===== src/fifo_settings.svh =====
// FIFO depth and data width defines.
`ifndef FIFO_SETTINGS_SVH
`define FIFO_SETTINGS_SVH

// Number of words held by the FIFO.
// Must be a power of two and at least 2.
`define FIFO_DEPTH 16

// Bit width of one stored word.
`define FIFO_DATA_WIDTH 32

`endif


===== src/fifo_pkg.sv =====
// Package with the FIFO word, address, pointer and occupancy types.
`default_nettype none

`include "fifo_settings.svh"

package fifo_pkg;

  localparam int depth      = `FIFO_DEPTH;
  localparam int addr_width = $clog2(depth);

  typedef logic [`FIFO_DATA_WIDTH-1:0] data_t;
  typedef logic [addr_width-1:0]       addr_t;

  // The top bit of a pointer flips on every wrap of the address range.
  typedef logic [addr_width:0]         ptr_t;

  // Occupancy runs from 0 up to depth, so it needs one bit over the address.
  typedef logic [addr_width:0]         count_t;

endpackage

`default_nettype wire


===== src/ram_wr_if.sv =====
// RAM write-port interface with writer and RAM modports.
`timescale 1ns/10ps
`default_nettype none

interface ram_wr_if
  import fifo_pkg::*;
();

  // Memory enable and write enable; a word is stored only when both are high.
  logic  mea;
  logic  wea;
  addr_t adra;
  data_t da;

  modport writer (
    output mea,
    output wea,
    output adra,
    output da
  );

  modport ram (
    input mea,
    input wea,
    input adra,
    input da
  );

endinterface

`default_nettype wire


===== src/dp_ram.sv =====
// Simple dual-port RAM with one write port and a registered read port.
`timescale 1ns/10ps
`default_nettype none

module dp_ram
  import fifo_pkg::*;
#(
  parameter int WORD_SIZE  = 16,
  parameter int DATA_WIDTH = 32
)(
  input  var logic  i_clk,
  input  var logic  i_rst_n,
  ram_wr_if.ram     i_wr,
  input  var logic  i_meb,
  input  var addr_t i_adrb,
  output var data_t o_qb
);

  // Storage array with one entry per FIFO slot.
  logic [DATA_WIDTH-1:0] mem [WORD_SIZE];

  // Read register in front of the output.
  data_t q;

  // Write port. A word lands on the edge where both strobes are high.
  always_ff @(posedge i_clk) begin
    if (i_wr.mea && i_wr.wea) begin
      mem[i_wr.adra] <= DATA_WIDTH'(i_wr.da);
    end
  end

  // Read port.
  // The register only loads when the read strobe is high, so the
  // last word read stays on the output between reads.
  always_ff @(posedge i_clk or negedge i_rst_n) begin
    if (!i_rst_n) begin
      q <= '0;
    end else if (i_meb) begin
      q <= data_t'(mem[i_adrb]);
    end
  end

  always_comb begin
    o_qb = q;
  end

endmodule

`default_nettype wire


===== src/fifo_write_ctrl.sv =====
// FIFO input side: write pointer, full flag and RAM write drive.
`timescale 1ns/10ps
`default_nettype none

module fifo_write_ctrl
  import fifo_pkg::*;
(
  input  var logic  i_clk,
  input  var logic  i_rst_n,
  input  var logic  i_clr,
  input  var logic  i_push,
  input  var data_t i_push_data,
  input  var ptr_t  i_rd_ptr,
  ram_wr_if.writer  o_wr,
  output var ptr_t  o_wr_ptr,
  output var logic  o_full
);

  ptr_t  wr_ptr;
  addr_t wr_addr;
  addr_t rd_addr;
  logic  push_ok;

  assign wr_addr = wr_ptr[addr_width-1:0];
  assign rd_addr = i_rd_ptr[addr_width-1:0];

  // Full when both pointers sit on the same slot but one has wrapped
  // once more than the other.
  always_comb begin
    o_full = (wr_addr == rd_addr) &&
             (wr_ptr[addr_width] != i_rd_ptr[addr_width]);
  end

  // The memory enable follows the push request and the write enable
  // carries the room check. A clear in the same cycle wins over a push.
  always_comb begin
    o_wr.mea  = i_push && !i_clr;
    o_wr.wea  = !o_full;
    o_wr.adra = wr_addr;
    o_wr.da   = i_push_data;
  end

  assign push_ok = o_wr.mea && o_wr.wea;

  // Write pointer.
  always_ff @(posedge i_clk or negedge i_rst_n) begin
    if (!i_rst_n) begin
      wr_ptr <= '0;
    end else if (i_clr) begin
      wr_ptr <= '0;
    end else if (push_ok) begin
      wr_ptr <= wr_ptr + ptr_t'(1);
    end
  end

  assign o_wr_ptr = wr_ptr;

endmodule

`default_nettype wire


===== src/fifo_read_ctrl.sv =====
// FIFO output side: read pointer, empty and count, RAM read and pop valid.
`timescale 1ns/10ps
`default_nettype none

module fifo_read_ctrl
  import fifo_pkg::*;
(
  input  var logic   i_clk,
  input  var logic   i_rst_n,
  input  var logic   i_clr,
  input  var logic   i_pop,
  input  var ptr_t   i_wr_ptr,
  output var logic   o_ram_re,
  output var addr_t  o_ram_addr,
  input  var data_t  i_ram_q,
  output var ptr_t   o_rd_ptr,
  output var logic   o_empty,
  output var count_t o_count,
  output var logic   o_pop_valid,
  output var data_t  o_pop_data
);

  ptr_t rd_ptr;
  ptr_t ptr_diff;
  logic pop_ok;
  logic valid_q;

  // Empty when the pointers match, wrap bit included.
  always_comb begin
    o_empty = (rd_ptr == i_wr_ptr);
  end

  // The pointer difference modulo 2*depth gives the occupancy directly,
  // including the full case where it equals depth.
  always_comb begin
    ptr_diff = i_wr_ptr - rd_ptr;
    o_count  = count_t'(ptr_diff);
  end

  // A pop is taken only when there is data and no clear is pending.
  always_comb begin
    pop_ok = i_pop && !o_empty && !i_clr;
  end

  // The RAM is read at the current head slot in the cycle of the pop,
  // so the word sits in the RAM read register right after the edge.
  always_comb begin
    o_ram_re   = pop_ok;
    o_ram_addr = rd_ptr[addr_width-1:0];
  end

  // Read pointer.
  always_ff @(posedge i_clk or negedge i_rst_n) begin
    if (!i_rst_n) begin
      rd_ptr <= '0;
    end else if (i_clr) begin
      rd_ptr <= '0;
    end else if (pop_ok) begin
      rd_ptr <= rd_ptr + ptr_t'(1);
    end
  end

  // Valid flag.
  // It is set by the same edge that loads the RAM read register, which
  // lines it up with the returned word. A new pop in the valid cycle
  // simply keeps it high for the next word.
  always_ff @(posedge i_clk or negedge i_rst_n) begin
    if (!i_rst_n) begin
      valid_q <= 1'b0;
    end else if (i_clr) begin
      valid_q <= 1'b0;
    end else begin
      valid_q <= pop_ok;
    end
  end

  always_comb begin
    o_rd_ptr    = rd_ptr;
    o_pop_valid = valid_q;
  end

  // The RAM read register only changes on a read, so the popped word
  // holds here until the next accepted pop.
  always_comb begin
    o_pop_data = i_ram_q;
  end

endmodule

`default_nettype wire


===== src/fifo_top.sv =====
// FIFO top level tying the write control, the RAM and the read control.
`timescale 1ns/10ps
`default_nettype none

`include "fifo_settings.svh"

module fifo_top
  import fifo_pkg::*;
(
  input  var logic   i_clk,
  input  var logic   i_rst_n,
  input  var logic   i_clr,

  // Push side.
  input  var logic   i_push,
  input  var data_t  i_push_data,

  // Pop side.
  input  var logic   i_pop,
  output var logic   o_pop_valid,
  output var data_t  o_pop_data,

  // Status.
  output var logic   o_full,
  output var logic   o_empty,
  output var count_t o_count
);

  ptr_t  wr_ptr;
  ptr_t  rd_ptr;
  logic  ram_re;
  addr_t ram_addr;
  data_t ram_q;

  ram_wr_if ram_wr ();

  fifo_write_ctrl u_wr_ctrl (
    .i_clk       (i_clk),
    .i_rst_n     (i_rst_n),
    .i_clr       (i_clr),
    .i_push      (i_push),
    .i_push_data (i_push_data),
    .i_rd_ptr    (rd_ptr),
    .o_wr        (ram_wr.writer),
    .o_wr_ptr    (wr_ptr),
    .o_full      (o_full)
  );

  // Depth and width come straight from the FIFO defines.
  dp_ram #(
    .WORD_SIZE  (`FIFO_DEPTH),
    .DATA_WIDTH (`FIFO_DATA_WIDTH)
  ) u_ram (
    .i_clk   (i_clk),
    .i_rst_n (i_rst_n),
    .i_wr    (ram_wr.ram),
    .i_meb   (ram_re),
    .i_adrb  (ram_addr),
    .o_qb    (ram_q)
  );

  fifo_read_ctrl u_rd_ctrl (
    .i_clk       (i_clk),
    .i_rst_n     (i_rst_n),
    .i_clr       (i_clr),
    .i_pop       (i_pop),
    .i_wr_ptr    (wr_ptr),
    .o_ram_re    (ram_re),
    .o_ram_addr  (ram_addr),
    .i_ram_q     (ram_q),
    .o_rd_ptr    (rd_ptr),
    .o_empty     (o_empty),
    .o_count     (o_count),
    .o_pop_valid (o_pop_valid),
    .o_pop_data  (o_pop_data)
  );

endmodule

`default_nettype wire


===== config.mk =====
export PLATFORM = sky130hd
export DESIGN_NAME = fifo_top
export DESIGN_NICKNAME = d
export VERILOG_FILES = /design/src/fifo_pkg.sv /design/src/ram_wr_if.sv /design/src/dp_ram.sv /design/src/fifo_write_ctrl.sv /design/src/fifo_read_ctrl.sv /design/src/fifo_top.sv
export VERILOG_INCLUDE_DIRS = /design/src
export SDC_FILE = /design/constraint.sdc
export NUM_CORES = 1
export LEC_CHECK = 0
export ABC_AREA = 1
export BUFFER_PORTS_ARGS = -buffer_cell sky130_fd_sc_hd__buf_2
export CAP_MARGIN = 20
export CORE_MARGIN = 8
export CORE_UTILIZATION = 50
export CTS_BUF_LIST = sky130_fd_sc_hd__clkbuf_16
export DETAILED_ROUTE_END_ITERATION = 16
export PLACE_DENSITY = 0.65
export SLEW_MARGIN = 20
export SYNTH_ARGS = -nofsm -noshare
export SYNTH_HDL_FRONTEND = slang
export SYNTH_SLANG_ARGS = --single-unit

===== constraint.sdc =====
create_clock -name i_clk -period 5.7 [get_ports i_clk]
set_input_delay 1.14 -clock i_clk [delete_from_list [all_inputs] [get_ports i_clk]]
set_output_delay 1.14 -clock i_clk [all_outputs]
set_load 0.01 [all_outputs]

==> out/summary.log <==
qor: status.outcome finished, final reports clean
qor: power.ir_worst_vdd 0.290 mV
qor: sta.clock-skew-final 0.0228 ns
qor: synth.yosysTopAreaCell sky130_fd_sc_hd__edfxtp_1
qor: clock_network.cts.clk_slew.worst_paths 0.06 ns
qor: grt.globalRouteOverflowTotal 0
qor: grt.first_global_vias 15,837
qor: sta.final_max_slew_viol_count 0
qor: sta.setup_repair_after_global_routing_missed_its_margin no
qor: sta.period_needed 3.79 ns
qor: synth.synth_cells 2,409
qor: die.floorplan.die.width 236 microns
qor: clock_network.clock_tree.root_cell sky130_fd_sc_hd__clkbuf_16
qor: worst_setup_path.worst-setup-path-type reg -> reg
qor: die.fp-row-count 80
qor: sta.period_share 66.5%
qor: grt.global_route.usage.total 19.5%
qor: worst_setup_path.required 5.96 ns
qor: grt.grtUsageMet2 33.9%
qor: power.power_frac_clock 34.6%
qor: grt.gr-max-usage-layer met2
qor: min_path.worst_hold_path_type reg -> reg
qor: route.route.detailed.vias_per_inst 5.06
qor: finish.diodes 0
qor: synth.yosys.area.top_type_share 63.5%
qor: worst_setup_path.crit_path_top_delay_cell sky130_fd_sc_hd__dfrtp_4
qor: placed_design.dp_slack 1.87 ns
qor: clock_network.clkSinkCount 555
qor: power.net_switching_share_of_the_total_power 28.6%
qor: die.die_area 55,800 sq um
qor: clock_network.htreeDepth 2
qor: sta.fin_hold_ws 0.577 ns
qor: sta.fin_tns_setup 0 ns
qor: sta.hold_violations 0
qor: grt.grt_first_pass_wirelength 86,700 microns
qor: grt.met3_usage 3.04%
qor: synth.average_cell_area_after_synthesis 10.1 sq um
qor: die.chipHeight 236 microns
qor: worst_setup_path.worstPathArrival 4.05 ns
qor: die.placeableCoreArea 47,700 sq um
qor: finish.final_net_count 2,518
qor: sta.tightestPinTransition 1.16 ns
qor: sta.final-setup-viol-count 0
qor: synth.synth_seq_cells 555
qor: power.post-layout-total-power 10,000 uW
qor: finish.area_delta_synth_final 11.5%
qor: route.route.final.wire_length 55,000 microns
qor: synth.yosysSeqAreaShare 67.9%
qor: placed_design.gpl.final_weighted_congestion 0.785
qor: sta.fin_ws 1.91 ns
qor: sta.maxClockFrequency 0.264 GHz
qor: worst_setup_path.worstSetupEndpointType flop
qor: finish.drive_gt1_share 9.30%
qor: synth.netlist_top_cells_area sky130_fd_sc_hd__edfxtp_1 63%, sky130_fd_sc_hd__nand2_1 12%, sky130_fd_sc_hd__inv_1 6.7%, sky130_fd_sc_hd__nand3_1 5.2%, sky130_fd_sc_hd__dfrtp_1 4.4%
qor: power.net-switching-power 2860 uW
qor: route.vias 15,854
qor: finish.final_util 56.6%
qor: job.maxCapViolations 0
qor: power.leakage 0.0119 uW
qor: clock_network.clockBufferDepth 3
qor: sta.slew-limit-headroom 22.5%
qor: worst_setup_path.start_kind flop
qor: grt.grtUsageMet1 25.2%
qor: placed_design.dp.final_hpwl 30,800 microns
qor: clock_network.cts_inserted_buffers 57
qor: route.first_iter_violations 1,234
qor: route.antenna_violating_nets_post_route 0
qor: synth.postSynthNetCount 2,456
qor: grt.antenna_violations_before_repair 0
qor: route.wire_per_inst 17.6 microns
qor: worst_setup_path.path_max_fanout 42
qor: worst_setup_path.crit_path_cell_trace inv_4 > ha_1 > nand2_1 > nor2_2 > nand2_1 > nand3_2 > nor2_1 > nand2_1 > nor2_4 > buf_4
qor: clock_network.clkLatencyLatePin 0.61 ns
qor: worst_setup_path.timing.critical_path.mode_cell sky130_fd_sc_hd__nand2_1
qor: power.internal-power 7150 uW
qor: clock_network.cts_resized 0
qor: route.drt_drc_violations_left 0
qor: power.power.share.combinational 18.0%
qor: power.share_seq_of_total_power 47.4%
qor: die.total_i_o_pin_count 77
qor: placed_design.buffer_ports.inserted 76
qor: synth.mappedNetlistArea 24,200 sq um
qor: grt.grt_start_max_net_pins 205
qor: clock_network.cts_tree done
qor: clock_network.cts_hold_buf 0
qor: power.cellPowerDensity 370 nW/um^2
qor: die.initial_core_util 50.7%
qor: clock_network.post-cts-setup-buffer-count 0
qor: worst_setup_path.maximum_single_stage_delay_on_the_critical_path 0.62 ns
qor: synth.synth.yosys.warnings 0
qor: route.dr.pass1.iters 5
qor: synth.netlist-cell-type-count 25
layer usage:
metal	up-vias	part of all wire (%)
li1	7728	-
met1	7629	44
met2	386	49
met3	111	4.7
met5	-	0
met4	0	2.3
critical path, delay by kind of cell (launching register included):
kind	cells	cell delay [ns]
DFF	1	0.62
adders and majority gates	1	0.34
buffers and inverters	2	0.89
and+or+nand+nor	7	1.56
kinds of logic after synthesis:
family,share of synthesized area (%)
buffers and inverters,9.02
XOR/XNOR,0.217
AND/OR/NAND/NOR,21.4
AO/OA/AOI/OAI,0.909
flip-flops,67.9
adder cells (fa/ha/maj),0.547
cell usage after synthesis, drive strengths merged:
| cell type | count |
|---|---|
| clkinv | 3 |
| nand3 | 265 |
| nor2 | 141 |
| or2 | 32 |
| edfxtp | 512 |
| fa | 1 |
| dfrtp | 43 |
| nand2 | 795 |
| xor2 | 6 |
| clkbuf | 18 |
| ha | 9 |
| inv | 435 |
| a21oi | 35 |
| buf | 91 |
| o21ai | 9 |
| nor3 | 14 |
cell usage in the layout, fill, tap and decap left out, types with 6 or more instances in the layout:
master | Yosys | final
sky130_fd_sc_hd__buf_2 | 72 | 76
sky130_fd_sc_hd__clkinv_2 | 0 | 18
sky130_fd_sc_hd__a21oi_1 | 35 | 35
sky130_fd_sc_hd__nand3_1 | 254 | 254
sky130_fd_sc_hd__nor3_2 | 0 | 13
sky130_fd_sc_hd__clkinv_1 | 3 | 17
sky130_fd_sc_hd__edfxtp_1 | 512 | 512
sky130_fd_sc_hd__inv_1 | 430 | 440
sky130_fd_sc_hd__nand3_2 | 11 | 11
sky130_fd_sc_hd__or2_1 | 32 | 32
sky130_fd_sc_hd__nor2_1 | 139 | 135
sky130_fd_sc_hd__nand2_1 | 792 | 792
sky130_fd_sc_hd__buf_4 | 3 | 31
sky130_fd_sc_hd__clkbuf_16 | 0 | 57
sky130_fd_sc_hd__ha_1 | 9 | 9
sky130_fd_sc_hd__o21ai_0 | 9 | 9
sky130_fd_sc_hd__dfrtp_1 | 43 | 40
sky130_fd_sc_hd__xor2_1 | 6 | 6
path summary, 6_finish.rpt:
check                                            from               endpoint  slack (ns)  cells after the start
min in group asynchronous                     i_rst_n  u_rd_ctrl.o_rd_ptr[2]        0.66                      2
worst max-delay path            u_rd_ctrl.o_rd_ptr[1]      u_ram.mem[11][26]        1.91                     10
worst min-delay path                   u_ram.o_qb[13]         u_ram.o_qb[13]        0.58                      3
worst min register to register         u_ram.o_qb[13]         u_ram.o_qb[13]        0.58                      3
worst max register to register  u_rd_ctrl.o_rd_ptr[1]      u_ram.mem[11][26]        1.91                     10
max in group asynchronous                     i_rst_n  u_rd_ctrl.o_rd_ptr[1]        4.53                      2
stage by stage:
step,instances,instance area [sq um]
global placement,3026,25300
global route,3132,27000
detailed placement,3026,25300
finish,3132,27000
floorplan,2409,24200
CTS,3131,27000
sequential cells by signal, summed over array words and instances, names as in the netlist:
register               flops
u_ram.mem                512
u_ram.o_qb                32
u_rd_ctrl.o_pop_valid      1
u_wr_ctrl.o_wr_ptr         5
u_rd_ctrl.o_rd_ptr         5
power groups by stage:
| stage | clock, uW | sequential (uW) | combinational (uW) |
|---|---|---|---|
| after detailed placement | 0 | 4820 | 1820 |
| after CTS | 3530 | 4740 | 1830 |
| final | 3460 | 4740 | 1800 |
| after floorplan | 0 | 4820 | 1240 |
| after global routing | 3680 | 4770 | 2030 |
| after global placement | 0 | 4830 | 1790 |
area by class of cell:
cell class	count	area, sq um
clock buffers	57	1430
clock inverters	48	297
fillers	3993	20700
inverters	438	1650
multi-input cells	1307	5690
flip-flops and latches	555	16500
well taps	615	769
repair buffers	112	713
Note: power is estimated with default switching activity, not from simulation.
